### src/verilog/runner_pkg.sv
package runner_pkg;

  // ============================================================
  // game state machine
  // ============================================================
  typedef enum logic [2:0] {
    restart   = 3'd0,
    jumping   = 3'd1,
    running1  = 3'd2,
    running2  = 3'd3,
    ducking   = 3'd4,
    game_over = 3'd5
  } game_state_e;

  // ============================================================
  // widths
  // ============================================================
  typedef logic [1:0] game_tick_t;  // [0] frame tick, [1] physics tick
  typedef logic [5:0] height_t;     // 0 is ground
  typedef logic [5:0] xpos_t;
  typedef logic [9:0] score_t;      // wraps at 1023
  typedef logic [1:0] speed_t;

  // ============================================================
  // game constants
  // ============================================================
  localparam height_t jump_step   = 6'd4;
  localparam height_t jump_peak   = 6'd32;
  localparam xpos_t   player_col  = 6'd4;
  localparam xpos_t   track_start = 6'd63;
  localparam height_t cactus_top  = 6'd11;
  localparam height_t bird_low    = 6'd0;

  localparam logic [3:0] frame_period_0 = 4'd12;  // slowest
  localparam logic [3:0] frame_period_1 = 4'd8;
  localparam logic [3:0] frame_period_2 = 4'd6;
  localparam logic [3:0] frame_period_3 = 4'd4;

  localparam logic [7:0] lfsr_seed = 8'hA5;

endpackage

### src/verilog/player_if.sv
`timescale 1ns/100ps

// player status, controller to obstacle track
interface player_if import runner_pkg::*; ();

  height_t     position;
  game_state_e state;
  logic        frozen;
  logic        start_pulse;
  logic        over_pulse;
  logic        jump_pulse;

  modport ctrl (
    output position, state, frozen,
    output start_pulse, over_pulse, jump_pulse
  );

  modport track (
    input position, state, frozen,
    input start_pulse, over_pulse, jump_pulse
  );

endinterface

### src/verilog/speed_config.sv
`timescale 1ns/100ps

module speed_config import runner_pkg::*; (
  input  logic       clk,
  input  logic       rst_n,
  input  logic       cfg_wr,
  input  speed_t     cfg_speed,
  input  logic       frozen,
  output logic [3:0] frame_period
);

  speed_t speed_sel;

  always_ff @(posedge clk) begin
    if (!rst_n) begin
      speed_sel <= '0;
    end else if (cfg_wr && frozen) begin  // writes only between games
      speed_sel <= cfg_speed;
    end
  end

  // clocks per frame tick
  always_comb begin
    case (speed_sel)
      2'd0:    frame_period = frame_period_0;
      2'd1:    frame_period = frame_period_1;
      2'd2:    frame_period = frame_period_2;
      default: frame_period = frame_period_3;
    endcase
  end

endmodule

### src/verilog/tick_gen.sv
`timescale 1ns/100ps

module tick_gen import runner_pkg::*; (
  input  logic       clk,
  input  logic       rst_n,
  input  logic [3:0] frame_period,
  output game_tick_t game_tick
);

  logic [3:0] count;
  logic       phase;       // toggles on each frame tick
  logic       frame_tick;

  // ============================================================
  // frame prescaler
  // ============================================================
  assign frame_tick = (count == 4'd0);

  always_ff @(posedge clk) begin
    if (!rst_n) begin
      count <= frame_period - 4'd1;
    end else if (frame_tick) begin
      count <= frame_period - 4'd1;  // new period picked up here
    end else begin
      count <= count - 4'd1;
    end
  end

  // ============================================================
  // physics tick, every second frame
  // ============================================================
  always_ff @(posedge clk) begin
    if (!rst_n) begin
      phase <= 1'b0;
    end else if (frame_tick) begin
      phase <= ~phase;
    end
  end

  assign game_tick[0] = frame_tick;
  assign game_tick[1] = frame_tick && phase;

endmodule

### src/verilog/player_physics.sv
`timescale 1ns/100ps

module player_physics import runner_pkg::*; (
  input  logic       clk,
  input  logic       rst_n,
  input  game_tick_t game_tick,
  input  logic       game_over,
  input  logic       jump_pulse,
  input  logic       button_down,
  output logic       jump_done,
  output height_t    position
);

  logic    rising;      // rise pending or in progress
  height_t pos_up;
  height_t pos_down;
  logic    on_ground;

  assign on_ground = (position == '0);
  assign pos_up    = position + jump_step;
  assign pos_down  = (position > jump_step) ? position - jump_step : '0;

  // ============================================================
  // jump arc
  // ============================================================
  always_ff @(posedge clk) begin
    if (!rst_n) begin
      position <= '0;
      rising   <= 1'b0;
    end else if (!game_over) begin  // everything holds after a crash
      if (button_down && on_ground) begin
        rising <= 1'b0;             // ducking cancels the jump
      end else if (jump_pulse) begin
        rising <= 1'b1;
      end else if (game_tick[1]) begin
        if (rising) begin
          if (pos_up >= jump_peak) begin
            position <= jump_peak;
            rising   <= 1'b0;       // top of the arc
          end else begin
            position <= pos_up;
          end
        end else if (!on_ground) begin
          position <= pos_down;
        end
      end
    end
  end

  assign jump_done = on_ground && !rising;

endmodule

### src/verilog/player_controller.sv
`timescale 1ns/100ps

module player_controller import runner_pkg::*; (
  input  logic       clk,
  input  logic       rst_n,
  input  game_tick_t game_tick,
  input  logic       button_start,
  input  logic       button_up,
  input  logic       button_down,
  input  logic       crash,
  player_if.ctrl     pl
);

  game_state_e state;
  height_t     position;
  logic        running;
  logic        frozen;
  logic        jump_done;
  logic        jump_pulse;
  logic        physics_rst_n;
  logic        in_game_over;

  // ============================================================
  // game state machine
  // ============================================================
  always_ff @(posedge clk) begin
    if (!rst_n) begin
      state <= restart;
    end else begin
      case (state)
        restart: begin
          if (game_tick[0] && button_start) state <= jumping;
        end
        jumping: begin
          if (crash)                          state <= game_over;
          else if (game_tick[1] && jump_done) state <= running1;
        end
        running1: begin
          if (crash)                            state <= game_over;
          else if (game_tick[0] && button_down) state <= ducking;
          else if (game_tick[0] && button_up)   state <= jumping;
          else if (game_tick[0])                state <= running2;
        end
        running2: begin
          if (crash)                            state <= game_over;
          else if (game_tick[0] && button_down) state <= ducking;
          else if (game_tick[0] && button_up)   state <= jumping;
          else if (game_tick[0])                state <= running1;
        end
        ducking: begin
          if (crash)                             state <= game_over;
          else if (game_tick[0] && !button_down) state <= running1;
        end
        game_over: begin
          if (game_tick[0] && button_start) state <= running1;  // skip the opening jump
        end
        default: state <= restart;
      endcase
    end
  end

  assign in_game_over = (state == game_over);
  assign running      = (state == running1) || (state == running2);
  assign frozen       = (state == restart) || in_game_over;

  // restart out of game over puts the player back on the ground
  assign physics_rst_n = rst_n && !(in_game_over && game_tick[0] && button_start);

  assign jump_pulse = running && game_tick[0] && button_up;

  player_physics u_player_physics (
    .clk         (clk),
    .rst_n       (physics_rst_n),
    .game_tick   (game_tick),
    .game_over   (in_game_over),
    .jump_pulse  (jump_pulse),
    .button_down (button_down),
    .jump_done   (jump_done),
    .position    (position)
  );

  // ============================================================
  // status out
  // ============================================================
  assign pl.state       = state;
  assign pl.position    = position;
  assign pl.frozen      = frozen;
  assign pl.start_pulse = frozen && game_tick[0] && button_start;
  assign pl.over_pulse  = !in_game_over && game_tick[0] && crash;
  assign pl.jump_pulse  = jump_pulse;

endmodule

### src/verilog/obstacle_track.sv
`timescale 1ns/100ps

module obstacle_track import runner_pkg::*; (
  input  logic       clk,
  input  logic       rst_n,
  input  game_tick_t game_tick,
  player_if.track    pl,
  output logic       crash,
  output xpos_t      obstacle_x,
  output logic       obstacle_kind,  // 0 cactus, 1 bird
  output score_t     score
);

  logic [7:0] lfsr;
  logic       lfsr_fb;
  logic       scroll;
  logic       wrap;
  logic       hit_cactus;
  logic       hit_bird;

  // taps 8 6 5 4
  assign lfsr_fb = lfsr[7] ^ lfsr[5] ^ lfsr[4] ^ lfsr[3];

  assign scroll = game_tick[0] && !pl.frozen;  // track holds while frozen
  assign wrap   = (obstacle_x == '0);

  // ============================================================
  // scroll, obstacle kind and score
  // ============================================================
  always_ff @(posedge clk) begin
    if (!rst_n) begin
      obstacle_x    <= track_start;
      obstacle_kind <= 1'b0;
      lfsr          <= lfsr_seed;
      score         <= '0;
    end else if (pl.start_pulse) begin
      obstacle_x <= track_start;  // clean start after game over
      score      <= '0;
    end else if (scroll) begin
      if (wrap) begin
        obstacle_x    <= track_start;
        score         <= score + 10'd1;
        lfsr          <= {lfsr[6:0], lfsr_fb};
        obstacle_kind <= lfsr_fb;  // new bit 0
      end else begin
        obstacle_x <= obstacle_x - 6'd1;
      end
    end
  end

  // ============================================================
  // crash detect
  // ============================================================
  assign hit_cactus = !obstacle_kind && (pl.position <= cactus_top);
  assign hit_bird   = obstacle_kind && (pl.state != ducking);

  assign crash = (obstacle_x == player_col) && (hit_cactus || hit_bird);

endmodule

### src/verilog/runner_top.sv
`timescale 1ns/100ps

module runner_top import runner_pkg::*; (
  input  logic       clk,
  input  logic       rst_n,
  input  logic       button_start,
  input  logic       button_up,
  input  logic       button_down,
  input  logic       cfg_wr,
  input  speed_t     cfg_speed,
  output logic [2:0] game_state,
  output height_t    player_position,
  output logic       game_frozen,
  output logic       frame_tick,
  output xpos_t      obstacle_x,
  output logic       obstacle_kind,
  output score_t     score
);

  game_tick_t game_tick;
  logic [3:0] frame_period;
  logic       crash;

  player_if pl_bus ();

  speed_config u_speed_config (
    .clk          (clk),
    .rst_n        (rst_n),
    .cfg_wr       (cfg_wr),
    .cfg_speed    (cfg_speed),
    .frozen       (pl_bus.frozen),
    .frame_period (frame_period)
  );

  tick_gen u_tick_gen (
    .clk          (clk),
    .rst_n        (rst_n),
    .frame_period (frame_period),
    .game_tick    (game_tick)
  );

  player_controller u_player_controller (
    .clk          (clk),
    .rst_n        (rst_n),
    .game_tick    (game_tick),
    .button_start (button_start),
    .button_up    (button_up),
    .button_down  (button_down),
    .crash        (crash),
    .pl           (pl_bus.ctrl)
  );

  obstacle_track u_obstacle_track (
    .clk           (clk),
    .rst_n         (rst_n),
    .game_tick     (game_tick),
    .pl            (pl_bus.track),
    .crash         (crash),
    .obstacle_x    (obstacle_x),
    .obstacle_kind (obstacle_kind),
    .score         (score)
  );

  assign game_state      = 3'(pl_bus.state);  // enum out as plain bits
  assign player_position = pl_bus.position;
  assign game_frozen     = pl_bus.frozen;
  assign frame_tick      = game_tick[0];

endmodule

### config.mk
export PLATFORM = sky130hd
export DESIGN_NAME = runner_top
export DESIGN_NICKNAME = d
export VERILOG_FILES = /design/src/verilog/runner_pkg.sv /design/src/verilog/player_if.sv /design/src/verilog/speed_config.sv /design/src/verilog/tick_gen.sv /design/src/verilog/player_physics.sv /design/src/verilog/player_controller.sv /design/src/verilog/obstacle_track.sv /design/src/verilog/runner_top.sv
export SDC_FILE = /design/constraint.sdc
export NUM_CORES = 1
export LEC_CHECK = 0
export BUFFER_PORTS_ARGS = -buffer_cell sky130_fd_sc_hd__buf_2
export CAP_MARGIN = 10
export CORE_ASPECT_RATIO = 0.6
export CORE_MARGIN = 3
export CORE_UTILIZATION = 56
export DETAILED_ROUTE_END_ITERATION = 12
export MAX_ROUTING_LAYER = met4
export PLACE_DENSITY = 0.79
export SLEW_MARGIN = 5
export SYNTH_ARGS = -nofsm -noshare
export SYNTH_HDL_FRONTEND = slang
export SYNTH_SLANG_ARGS = --single-unit
### constraint.sdc
create_clock -name clk -period 2.2 [get_ports clk]
set_input_delay 0.22 -clock clk [delete_from_list [all_inputs] [get_ports clk]]
set_output_delay 0.22 -clock clk [all_outputs]
set_load 0.01 [all_outputs]
---- Word level (Yosys, flattened, before mapping) ----
Index checks and enable logic that the tools add are counted.
operators by class
  multiplexer cells ....................... 28
  div/mod/pow operators ................... 0
  equal/unequal tests ..................... 16
  reductions and logical operators ........ 40
  multiply operators ...................... 0
  bitwise logic cells ..................... 9
  shift operators ......................... 0
  magnitude comparators ................... 3
  $add $sub $neg .......................... 6
operators by type and width
  kind                                                           number
  two-way mux 3 bit                                              14
  two-way mux 6 bit                                              5
  logical AND 1 bit                                              20
  case mux 3 bit (6 select lines)                                1
  logical NOT 6 bit                                              2
  case mux 4 bit (3 select lines)                                1
  adder 10 x 1 -> 10 bit, second input constant                  1
  != test 5 x 3 -> 1 bit, second input constant                  2
  two-way mux 4 bit                                              2
  subtractor 4 x 1 -> 4 bit, second input constant               2
  adder 6 x 3 -> 6 bit, second input constant                    1
  == test 3 x 2 -> 1 bit, second input constant                  2
  == test 3 bit, second input constant                           2
  == test 6 x 3 -> 1 bit, second input constant                  1
  greater-or-equal comparator 6 bit, second input constant       1
  greater-than comparator 6 x 3 -> 1 bit, second input constant  1
  <= comparator 6 x 4 -> 1 bit, second input constant            1
  != test 3 x 2 -> 1 bit, second input constant                  2
  inverter 1 bit                                                 6
  AND reduction 6 bit                                            1
  subtractor 6 x 1 -> 6 bit, second input constant               1
  subtractor 6 x 3 -> 6 bit, second input constant               1
  logical NOT 1 bit                                              5
  two-way mux 1 bit                                              5
  16 further kinds                                               22
word-level totals
  memory bits (read-only) ................. 0
  memory bits (writable) .................. 0
  latch bits .............................. 0
  memories kept ........................... 0
  bits in registers ....................... 42
  output and inout bits ................... 28
  logic and storage cells ................. 112

---- Longest topological paths before layout ----
Gate-level depths: netlist of run 1.
  depth after elaboration ................. 7
  gate-level depth with buffers ........... 11
  depth with buffers taken out ............ 8

---- By module ----
A second synthesis of run 1 with hierarchy kept.
unflattened totals
  cells, all modules ...................... 284
  area total of the unflattened synthesis .. 2,364.8 um^2
modules (own cells, without submodules)
  module             instances  cells an instance  sequential area each (um^2)  area each (um^2)
  obstacle_track     1          130                500.5                        1,174.9
  player_physics     1          58                 100.1                        457.9
  player_controller  1          46                 60.1                         332.8
  tick_gen           1          36                 100.1                        300.3
  speed_config       1          14                 40.0                         98.8

---- Worst setup path after synthesis of run 1 ----
OpenSTA, ideal clock, no wires.
  path kind ............................... register -> register
  start point ............................. register u_tick_gen.count[0]
  end point ............................... register u_player_controller.state[2], in the netlist u_player_controller.pl.state[2]
  library setup time ...................... 0.116 ns
  data required time ...................... 2.084 ns
  path slack .............................. 0.276 ns
  arrival time ............................ 1.808 ns
  stages on the path, launching flop included .. 11
  buffers on the path ..................... 2
  cell sequence ........................... dfxtp_1 > inv_1 > ha_1 > or3b_1 > buf_6 > inv_4 > buf_12 > a41oi_1 > o21ai_2 > nand2_1 > a31o_2
between the ends
  cells in the longest elaborated chain, start to end .. 6
  elaborated cells on any way between the ends .. 21
  classes of those cells .................. eq/ne: 6; mux: 7; reduce/logical: 8
ends and longest elaborated chain
  item                                         line                                              RTL
  start: declaration                           tick_gen.sv:10                                    logic [3:0] count;
  start signal: assignment                     tick_gen.sv:21                                    count <= frame_period - 4'd1;
  start signal: assignment                     tick_gen.sv:23                                    count <= frame_period - 4'd1;
  start signal: assignment                     tick_gen.sv:25                                    count <= count - 4'd1;
  logical NOT 4 bit *                          tick_gen.sv:17                                    assign frame_tick = (count == 4'd0);
  net frame_tick                               runner_top.sv:14                                  output logic frame_tick,
  logical AND 1 bit                            player_controller.sv:41, player_controller.sv:47
  two-way mux 3 bit, on equally long branches  player_controller.sv:47, player_controller.sv:41
  two-way mux 3 bit, on equally long branches  player_controller.sv:46, player_controller.sv:40
  two-way mux 3 bit, on equally long branches  player_controller.sv:45, player_controller.sv:39
  case mux 3 bit (6 select lines)              player_controller.sv:30                           case (state)
  end signal: assignment                       player_controller.sv:45                           if (crash) state <= game_over;
  end signal: assignment                       player_controller.sv:46                           else if (game_tick[0] && button_down) state <= ducking;
  end signal: assignment                       player_controller.sv:47                           else if (game_tick[0] && button_up) state <= jumping;
  end: declaration                             player_controller.sv:14                           game_state_e state;
Mark *: on every way through the listed nets, which the timed path passes. The rest lies on a longest branch.
A chain may end at the register's enable or synchronous reset.

---- Worst setup path in the final report of run 1 ----
  start point ............................. register u_tick_gen.count[0]
  end point ............................... register u_player_controller.u_player_physics.position[4]
between the ends
  cells in the longest elaborated chain, start to end .. 5
  elaborated cells on any way between the ends .. 10
  classes of those cells .................. bitwise: 1; reduce/logical: 9
ends and longest elaborated chain
  item                                                                       line                                              RTL
  logical NOT 4 bit *                                                        tick_gen.sv:17
  logical AND 1 bit, on equally long branches (2 in a row)                   player_controller.sv:69, player_controller.sv:67
  inverter 1 bit (no source line) or logical NOT 1 bit (tied branches)       --
  AND reduction 5 bit (no source line) or logical AND 1 bit (tied branches)  --
  end signal: assignment                                                     player_physics.sv:38                              position <= jump_peak;
  end signal: assignment                                                     player_physics.sv:41                              position <= pos_up;
  end signal: assignment                                                     player_physics.sv:44                              position <= pos_down;
  end: declaration                                                           player_physics.sv:11                              output height_t position
Every way passes the cells marked *; elsewhere a longest branch is shown, timed or not.

==> flow_metrics.tcl, run 1 <==
set metrics [dict create \
    grt_max_degree 22 \
    die_x_um 89.1 \
    setup_viol 0 \
    p_comb_share_pct 20.5 \
    p_leak_nw 1.12 \
    place_area_mm2 0.00252 \
    tns_ns 0 \
    p_switching_mw 0.532 \
    endpoint_kind "flip-flop" \
    cpPeakStageDelay_ns 0.41 \
    pwr-share-seq_pct 43.5 \
    async_reset_ff_share_pct 0 \
    wl_per_cell_um 14.5 \
    cts_root_buf "clkbuf_8" \
    path_cells "inv_1 > ha_1 > or3b_1 > clkinv_4 > o2111ai_2 > a21o_1 > or3_1 > a21oi_1" \
    overflow 0 \
    fin_nets 333 \
    synth_edf_count 0 \
    ys_seq_area_share_pct 34.5 \
    ant_nets 0 \
    fmax_mhz 485 \
    status "finished clean" \
    clock_latency_ns 0.31 \
    start_kind "flip-flop" \
    drt_iter0_markers 179 \
    die_h_um 55.9 \
    die-area_mm2 0.00498 \
    start_util_pct 60.7 \
    finalCritPeriodShare_pct 93.8 \
    top_usage_layer "met1" \
    via_count 2085 \
    slew_headroom_pct 61.9 \
    antenna_found_initial 0 \
    io_buffers 33 \
    grt_pass1_vias 1828 \
    arrival_ns 2.30 \
    worstPathMaxFanout 11 \
    route.detailed.drc 0 \
    row_count 17 \
    avgSynthCellArea_um2 8.29 \
    firstDrtPassIters 5 \
    grt_setup_unrepaired "no" \
    ys.flop_type "dfxtp_1" \
    cts.reportedPaths.clkPinSlew_ns 0.09 \
    hold_path.class "input port to flip-flop" \
    antenna_cells 0 \
    clock_power_share_pct 36.0 \
    maxCapViolCount 0 \
    hold_viol 0 \
    finalWirelength_mm 5.23 \
    cts_tree "yes" \
    hold_slack_ns 0.159 \
    required_ns 2.44 \
    yosysWarnings 0 \
    clock_sinks 40 \
    vias_per_cell 5.76 \
    slew_violations 0 \
    grt.met1_usage_pct 35.7 \
    grt_use_met2_pct 28.8 \
    numCtsBuffers 5 \
    stdcell_area_mm2 0.00264 \
    crit_slowest_cell "or3b_1" \
    grt_use_total_pct 23.5 \
    post-route-min-period_ns 2.06 \
    area_growth_pct 13.8 \
    synth_cells 280 \
    p_int_mw 1.28 \
    synth.ff_latch_count 40 \
    hpwl_mm 3.88 \
    cts_hold_buf 0 \
    fin_skew_ns 0.0126 \
    ys_types 61 \
    switching_share_pct 29.3 \
    ios 36 \
    p_per_area_mw_per_mm2 687 \
    cts.path.max_buffers 2 \
    path_class "flip-flop to flip-flop" \
    core_area_mm2 0.00383 \
    grt_pass1_wl_mm 8.87 \
    netlist_area_mm2 0.00232 \
    htreeDepth 2 \
    drive_above_1_share_pct 20.0 \
    worst-slew-pin-transition_ns 0.566 \
    ir_drop_mv 0.462 \
    grt_util_met3_pct 7.69 \
    gp_congestion 0.950 \
]
==> metrics by stage <==
| stage | power (mW) | std cells | util [%] | setup WS (ns) |
|---|---|---|---|---|
| after floorplan | 1.07 | 281 | - | 0.276 |
| after global placement | 1.16 | 354 | 65.8 | 0.240 |
| after detailed placement | 1.17 | 354 | 65.8 | 0.180 |
| after CTS | 1.82 | 362 | 69.0 | 0.136 |
| after global routing | 1.92 | 362 | 69.0 | 0.0145 |
| final | 1.82 | 362 | 69.0 | 0.137 |
==> power groups by stage <==
| stage | clock network [mW] | registers [mW] | logic [mW] |
|---|---|---|---|
| after CTS | 0.663 | 0.790 | 0.370 |
| after floorplan | 0 | 0.805 | 0.268 |
| after global routing | 0.713 | 0.798 | 0.413 |
| after global placement | 0 | 0.807 | 0.357 |
| final | 0.653 | 0.790 | 0.373 |
| after detailed placement | 0 | 0.807 | 0.366 |
==> cells in the mapped netlist, drive strengths merged (3+ instances only) <==
library cell / number / area, um2
nor3: 6 / 30.0
dfxtp: 40 / 801
a21oi: 13 / 65.1
or3: 4 / 25.0
xor2: 4 / 42.6
nor4: 3 / 18.8
o21ai: 17 / 88.8
xnor2: 13 / 114
o31ai: 4 / 43.8
nand3: 14 / 70.1
nor2b: 3 / 18.8
mux2i: 3 / 30.0
a21boi: 6 / 45.0
o2111ai: 3 / 38.8
ha: 11 / 138
buf: 8 / 68.8
nand2: 40 / 150
nor2: 27 / 109
inv: 14 / 55.1
clkbuf: 8 / 30.0
==> cell families after synthesis <==
family                   after synthesis  share of synthesized area (%)
multiplexers                           3                           1.29
buffers and inverters                 30                           6.63
other                                  1                          0.161
XOR/XNOR                              17                           6.74
adder cells (fa/ha/maj)               11                           5.93
flip-flops                            40                           34.5
AND/OR/NAND/NOR                      113                           24.3
AO/OA/AOI/OAI                         65                           20.5
==> worst paths after layout <==
kind,from,to,slack [ns],cells after the start
setup / recovery,u_tick_gen.count[0],flip-flop,0.14,8
hold reg to reg,u_tick_gen.count[0],u_tick_gen.count[0],0.43,1
setup reg to reg,u_tick_gen.count[0],flip-flop,0.14,8
hold / removal,cfg_speed[1],u_speed_config.speed_sel[1],0.16,3
==> area by class of cell <==
cell class / count / area (um2)
Fill cell: 301 / 1190
Clock buffer: 6 / 82.6
Timing Repair Buffer: 42 / 233
Multi-Input combinational cell: 211 / 1370
Tap cell: 47 / 58.8
Inverter: 14 / 57.6
Clock inverter: 2 / 38.8
Sequential cell: 40 / 801
==> flip-flops by register name, indices dropped and copies added (netlist names) <==
name and flops:
u_obstacle_track.score 10, u_obstacle_track.lfsr 8, u_obstacle_track.obstacle_x 6, u_player_controller.u_player_physics.position 4
u_tick_gen.count 4, u_player_controller.pl.state 3, u_speed_config.speed_sel 2, u_obstacle_track.obstacle_kind 1
u_player_controller.u_player_physics.rising 1, u_tick_gen.phase 1
==> layout by cell type (no fill, tap or decap), types with 3 or more instances in the layout <==
cell type  Yosys  final
buf_2          3     33
nor2_1        24     24
nor3_1         6      6
nor4_1         3      3
mux2i_1        3      3
buf_4          3      9
inv_1         13     13
nand2_1       40     40
nand3_1       14     14
a21oi_1       13     13
dfxtp_1       40     40
a21boi_0       6      6
nor2_2         3      3
o31ai_1        3      3
nor2b_1        3      3
xnor2_1       13     13
ha_1          11     11
xor2_1         3      3
clkbuf_8       0      6
or3_1          4      4
o21ai_0       16     16
==> what timing repair did <==
| action | in CTS | in global routing |
|---|---|---|
| resized for setup | 0 | 1 |
| setup buffers | 0 | 0 |
| hold endpoints to repair | 0 | 0 |
| setup endpoints to repair | 0 | 1 |
==> critical path, delay by kind of cell (launching register included) <==
kind,cells,cell delay (ns)
and+or+nand+nor,2,0.76
AOI/OAI and AO/OA,3,0.52
DFF,1,0.33
buffers and inverters,2,0.22
adders and majority gates,1,0.15
==> per-layer routing <==
layer	part of all wire, %	vias to the layer above
met2	40	80
met5	0	-
met3	8.2	9
li1	-	1039
met4	1.4	0
met1	50	957
No activity file was read; power rests on OpenSTA's default activity.
==> inputs of run 2 (changes only) <==
Settings changed: CORE_MARGIN 3 to 2.
==> run 2 against run 1 <==
  * Cell area up 1.1%
  * Wire length grew 1.8%
  * Register-to-register slack about the same
==> flow_metrics.tcl, run 2 (synthesized netlist as in run 1, its figures left out) <==
set metrics [dict create \
    finalCritPeriodShare_pct 94.4 \
    nFillCells 351 \
    start_kind "flip-flop" \
    cts_tree "yes" \
    cp_top_family "simple AND/OR/NAND/NOR gates" \
    path_cells "inv_1 > ha_1 > or3b_1 > inv_4 > o211ai_4 > nor4_1 > xnor2_1 > nor2_2" \
    p_leak_nw 1.14 \
    stdcell_area_mm2 0.00267 \
    hold_depth 3 \
    post-route-min-period_ns 2.08 \
    clock_power_share_pct 35.4 \
    top_usage_layer "met2" \
    firstDrtPassIters 4 \
    numCtsBuffers 5 \
    slew_violations 0 \
    grt_pass1_wl_mm 8.50 \
    vias_per_cell 5.72 \
    clock_latency_ns 0.30 \
    hpwl_mm 3.79 \
    p_per_area_mw_per_mm2 677 \
    area_growth_pct 15.0 \
    grt_setup_unrepaired "no" \
    overflow 0 \
    post_cts_buffers 0 \
    path_class "flip-flop to flip-flop" \
    row_count 18 \
    tns_ns 0 \
    drt_iter0_markers 145 \
    hold_viol 0 \
    cts.reportedPaths.clkPinSlew_ns 0.08 \
    finalWirelength_mm 5.33 \
    die-area_mm2 0.00469 \
    grt.met1_usage_pct 34.4 \
    placedCellCount 359 \
    maxCapViolCount 0 \
    hp-start "cfg_speed[1]" \
    p_int_mw 1.28 \
    antenna_cells 0 \
    die_x_um 87.1 \
    clock_sinks 40 \
    status "finished clean" \
    fin_skew_ns 0.00772 \
    ant_nets 0 \
    worstPathMaxFanout 11 \
    cts_hold_buf 0 \
    rr_startpoint "u_tick_gen.count[0]" \
    htreeDepth 2 \
    reg2regPathDepth 8 \
    core_area_mm2 0.00405 \
    top_register "u_obstacle_track.score" \
    setup_viol 0 \
    wl_per_cell_um 14.5 \
    pre_cts_slack_ns 0.150 \
    ir_drop_mv 0.454 \
    die_h_um 53.9 \
    via_count 2100 \
    start_util_pct 57.3 \
    final_cell_count_no_fill 367 \
    largest_reg_flops 10 \
    worst-slew-pin-transition_ns 0.649 \
    arrival_ns 2.27 \
    antenna_found_initial 0 \
    grt_pass1_vias 1785 \
    p_comb_share_pct 20.1 \
    pwr-share-seq_pct 44.5 \
    crit_slowest_cell "nor4_1" \
    route.detailed.drc 0 \
    hold_path.class "input port to flip-flop" \
    fin_nets 335 \
    required_ns 2.39 \
    grt_use_met2_pct 35.6 \
    reg_top3 "u_obstacle_track.score (10), u_obstacle_track.lfsr (8), u_obstacle_track.obstacle_x (6)" \
    grt_max_degree 22 \
    grt_util_met3_pct 5.52 \
    ios 36 \
    min_to "u_speed_config.speed_sel[1]" \
    place_area_mm2 0.00254 \
    fmax_mhz 481 \
    cp.buffers_inverters 2 \
    drive_above_1_share_pct 20.8 \
    worst-r2r-setup-slack_ns 0.12 \
    switching_share_pct 29.2 \
    cts_root_buf "clkbuf_8" \
    p_switching_mw 0.527 \
    setup_slack_ns 0.122 \
    slew_headroom_pct 56.3 \
    cts.path.max_buffers 2 \
    io_buffers 33 \
    gp_congestion 0.965 \
    r2r_end "u_obstacle_track.score[9]" \
    endpoint_kind "flip-flop" \
    final_cell_mix "nand2_1, dfxtp_1, buf_2, nor2_1, o21ai_0" \
    cpPeakStageDelay_ns 0.48 \
    grt_use_total_pct 24.6 \
    cp-startpoint "u_tick_gen.count[0]" \
]
[run 2: layout make-up]
class                   instances  area [um2]  share of cell area [%]
clock buffers                   6        82.6                    3.09
inverters                      14        55.1                    2.06
repair buffers                 44         248                    9.27
flip-flops and latches         40         801                    30.0
clock inverters                 2        38.8                    1.45
well taps                      50        62.6                    2.34
multi-input cells             211        1380                    51.8
[run 2: how the worst max path moves through the flow]
stage / slack (ns) / cells past startpoint / endpoint
6_report: 0.12 / 8 / u_obstacle_track.score[9]
5_1_grt: 0.02 / 8 / u_obstacle_track.score[9]
4_1_cts: 0.11 / 8 / u_player_controller.pl.state[0]
3_5_place_dp: 0.15 / 8 / u_obstacle_track.score[9]
3_3_place_gp: 0.25 / 8 / flip-flop
2_1_floorplan: 0.28 / 10 / u_player_controller.pl.state[2]
[run 2: layer usage]
metal	routed length, um	share of wire (%)
met5	0	0
met4	36	0.68
met3	373	7.0
met2	2210	42
met1	2700	51
[run 2: what timing repair did]
item | CTS | global route
hold endpoints to repair | 0 | 0
setup endpoints to repair | 0 | 1
gates resized for setup | 0 | 2
[run 2: power groups by stage]
stage	clock network [mW]	registers (mW)	logic, mW
floorplan	0	0.805	0.268
global placement	0	0.816	0.336
detailed placement	0	0.819	0.341
CTS	0.653	0.802	0.353
global route	0.687	0.811	0.400
finish	0.640	0.804	0.364
[run 2: worst reg2reg max path, cell delays in order (launching register included)]
cell,delay [ns]
dfxtp_1,0.33
inv_1,0.09
ha_1,0.15
or3b_1,0.40
inv_4,0.15
o211ai_4,0.11
nor4_1,0.48
xnor2_1,0.21
nor2_2,0.05
[run 2: through the flow]
step / util [%] / power, mW / hold slack [ns]
after global placement: 62.6 / 1.15 / 0.410
after floorplan: - / 1.07 / 0.376
after detailed placement: 62.6 / 1.16 / 0.419
after global routing: 65.9 / 1.90 / 0.182
after CTS: 65.6 / 1.81 / 0.169
final: 65.9 / 1.81 / 0.174
==> inputs of run 3 (changes only) <==
Settings changed: BUFFER_PORTS_ARGS -buffer_cell sky130_fd_sc_hd__buf_2 to -buffer_cell sky130_fd_sc_hd__buf_4.
==> run 3 against run 2 <==
  * Wire length fell by 3.3%
  * Sequential power about the same
  * Global-route usage down 0.41 points
  * Cell area grew 2.1%
  * Clock skew fell by 0.0015 ns
  * Via count is 2.8% lower
  * Critical path depth is the same
  * Combinational power rose by 2%
  * Critical path type unchanged
==> flow_metrics.tcl, run 3 (synthesized netlist as in run 1, its figures left out) <==
set metrics [dict create \
    finalWirelength_mm 5.15 \
    arrival_ns 2.29 \
    clock_power_share_pct 34.5 \
    fin_nets 333 \
    crit_slowest_cell "or3b_1" \
    p_int_mw 1.26 \
    status "finished clean" \
    hold_slack_ns 0.192 \
    post_cts_buffers 0 \
    endpoint_kind "flip-flop" \
    ir_drop_mv 0.495 \
    ant_nets 0 \
    grt_pass1_vias 1771 \
    reg_top3 "u_obstacle_track.score (10), u_obstacle_track.lfsr (8), u_obstacle_track.obstacle_x (6)" \
    cts_tree "yes" \
    cts.path.max_buffers 2 \
    via_count 2041 \
    core_area_mm2 0.00405 \
    hold_depth 3 \
    cts.reportedPaths.clkPinSlew_ns 0.08 \
    maxCapViolCount 0 \
    drt_iter0_markers 186 \
    reg2regPathDepth 8 \
    pwr-share-seq_pct 44.8 \
    grt_max_degree 22 \
    start_util_pct 57.3 \
    worst-slew-pin-transition_ns 0.617 \
    firstDrtPassIters 4 \
    required_ns 2.42 \
    overflow 0 \
    cts_root_buf "clkbuf_8" \
    final_common_cell "buf_4" \
    hold_path.class "input port to flip-flop" \
    tns_ns 0 \
    final_cell_mix "buf_4, nand2_1, dfxtp_1, nor2_1, o21ai_0" \
    clock_sinks 40 \
    numCtsBuffers 5 \
    switching_share_pct 29.6 \
    largest_reg_flops 10 \
    die-area_mm2 0.00469 \
    htreeDepth 2 \
    clock_latency_ns 0.30 \
    ios 36 \
    grt_use_total_pct 24.2 \
    hp-start "cfg_speed[1]" \
    vias_per_cell 5.59 \
    worst-r2r-setup-slack_ns 0.13 \
    finalCritPeriodShare_pct 94.1 \
    path_cells "inv_1 > ha_1 > or3b_1 > inv_4 > o2111ai_2 > a21o_1 > or3_1 > a21oi_1" \
    drive_above_1_share_pct 20.3 \
    wl_per_cell_um 14.1 \
    cp.buffers_inverters 2 \
    antenna_found_initial 0 \
    nFillCells 343 \
    p_per_area_mw_per_mm2 656 \
    cpPeakStageDelay_ns 0.40 \
    p_switching_mw 0.530 \
    top_register "u_obstacle_track.score" \
    grt_pass1_wl_mm 8.49 \
    slew_headroom_pct 58.4 \
    fmax_mhz 483 \
    p_comb_share_pct 20.7 \
    p_leak_nw 1.13 \
    slew_violations 0 \
    regArea_um2 801 \
    hpwl_mm 3.75 \
    start_kind "flip-flop" \
    multiInputGateArea_mm2 0.00138 \
    antenna_cells 0 \
    post-route-min-period_ns 2.07 \
    setup_viol 0 \
    worstPathMaxFanout 11 \
    rr_startpoint "u_tick_gen.count[0]" \
    io_buffers 33 \
    die_x_um 87.1 \
    area_growth_pct 17.4 \
    path_class "flip-flop to flip-flop" \
    grt_setup_unrepaired "no" \
    die_h_um 53.9 \
    row_count 18 \
    fin_skew_ns 0.00617 \
    gp_congestion 0.919 \
    route.detailed.drc 0 \
    cp_top_family "simple AND/OR/NAND/NOR gates" \
    hold_viol 0 \
    min_to "u_speed_config.speed_sel[1]" \
]
[run 3: layout make-up]
class	instances	area share, %
Multi-Input combinational cell	211	50.5
Sequential cell	40	29.4
Timing Repair Buffer	42	11.6
Clock buffer	5	2.52
Tap cell	50	2.29
Inverter	14	2.02
Clock inverter	3	1.70
[run 3: per-layer routing]
| layer | track usage [%] | vias up | share of wire (%) |
|---|---|---|---|
| li1 | - | 1047 | - |
| met1 | 34.2 | 947 | 51 |
| met2 | 36.3 | 43 | 44 |
| met3 | 5.21 | 4 | 4.5 |
| met4 | 4.62 | 0 | 0.33 |
| met5 | - | - | 0 |
[run 3: worst max-delay path by stage]
stage | start | endpoint | slack, ns | cells after the start
after floorplan | u_tick_gen.count[0] | u_player_controller.pl.state[2] | 0.28 | 10
after global placement | u_tick_gen.count[0] | flip-flop | 0.23 | 8
after detailed placement | u_tick_gen.count[0] | flip-flop | 0.16 | 8
after CTS | u_tick_gen.count[0] | flip-flop | 0.13 | 8
after global routing | u_tick_gen.count[0] | flip-flop | 0.0001 | 8
final | u_tick_gen.count[0] | flip-flop | 0.13 | 8
[run 3: timing repair]
action | 4_1_cts | 5_1_grt
resized for setup | 0 | 1
hold buffers | 0 | 0
endpoints found under the setup margin | 0 | 1
[run 3: metrics by stage]
stage,total power [mW],instances,instance area [um2],setup WS (ns),utilization (%)
2_1_floorplan,1.07,281,2330,0.276,-
6_report,1.79,365,2730,0.129,67.3
3_3_place_gp,1.17,357,2610,0.235,64.3
3_5_place_dp,1.18,357,2610,0.157,64.3
5_1_grt,1.88,365,2730,0.000117,67.3
4_1_cts,1.80,365,2720,0.127,67.1
[run 3: power by group through the flow]
stage | registers [mW] | logic (mW) | clock network (mW)
floorplan | 0.805 | 0.268 | 0
global placement | 0.815 | 0.351 | 0
detailed placement | 0.816 | 0.364 | 0
CTS | 0.799 | 0.368 | 0.630
global route | 0.804 | 0.412 | 0.660
finish | 0.801 | 0.370 | 0.617
[run 3: worst min-delay path, stage by stage]
cell	delay [ns]
buf_4	0.11
nand3_1	0.05
a21boi_0	0.07
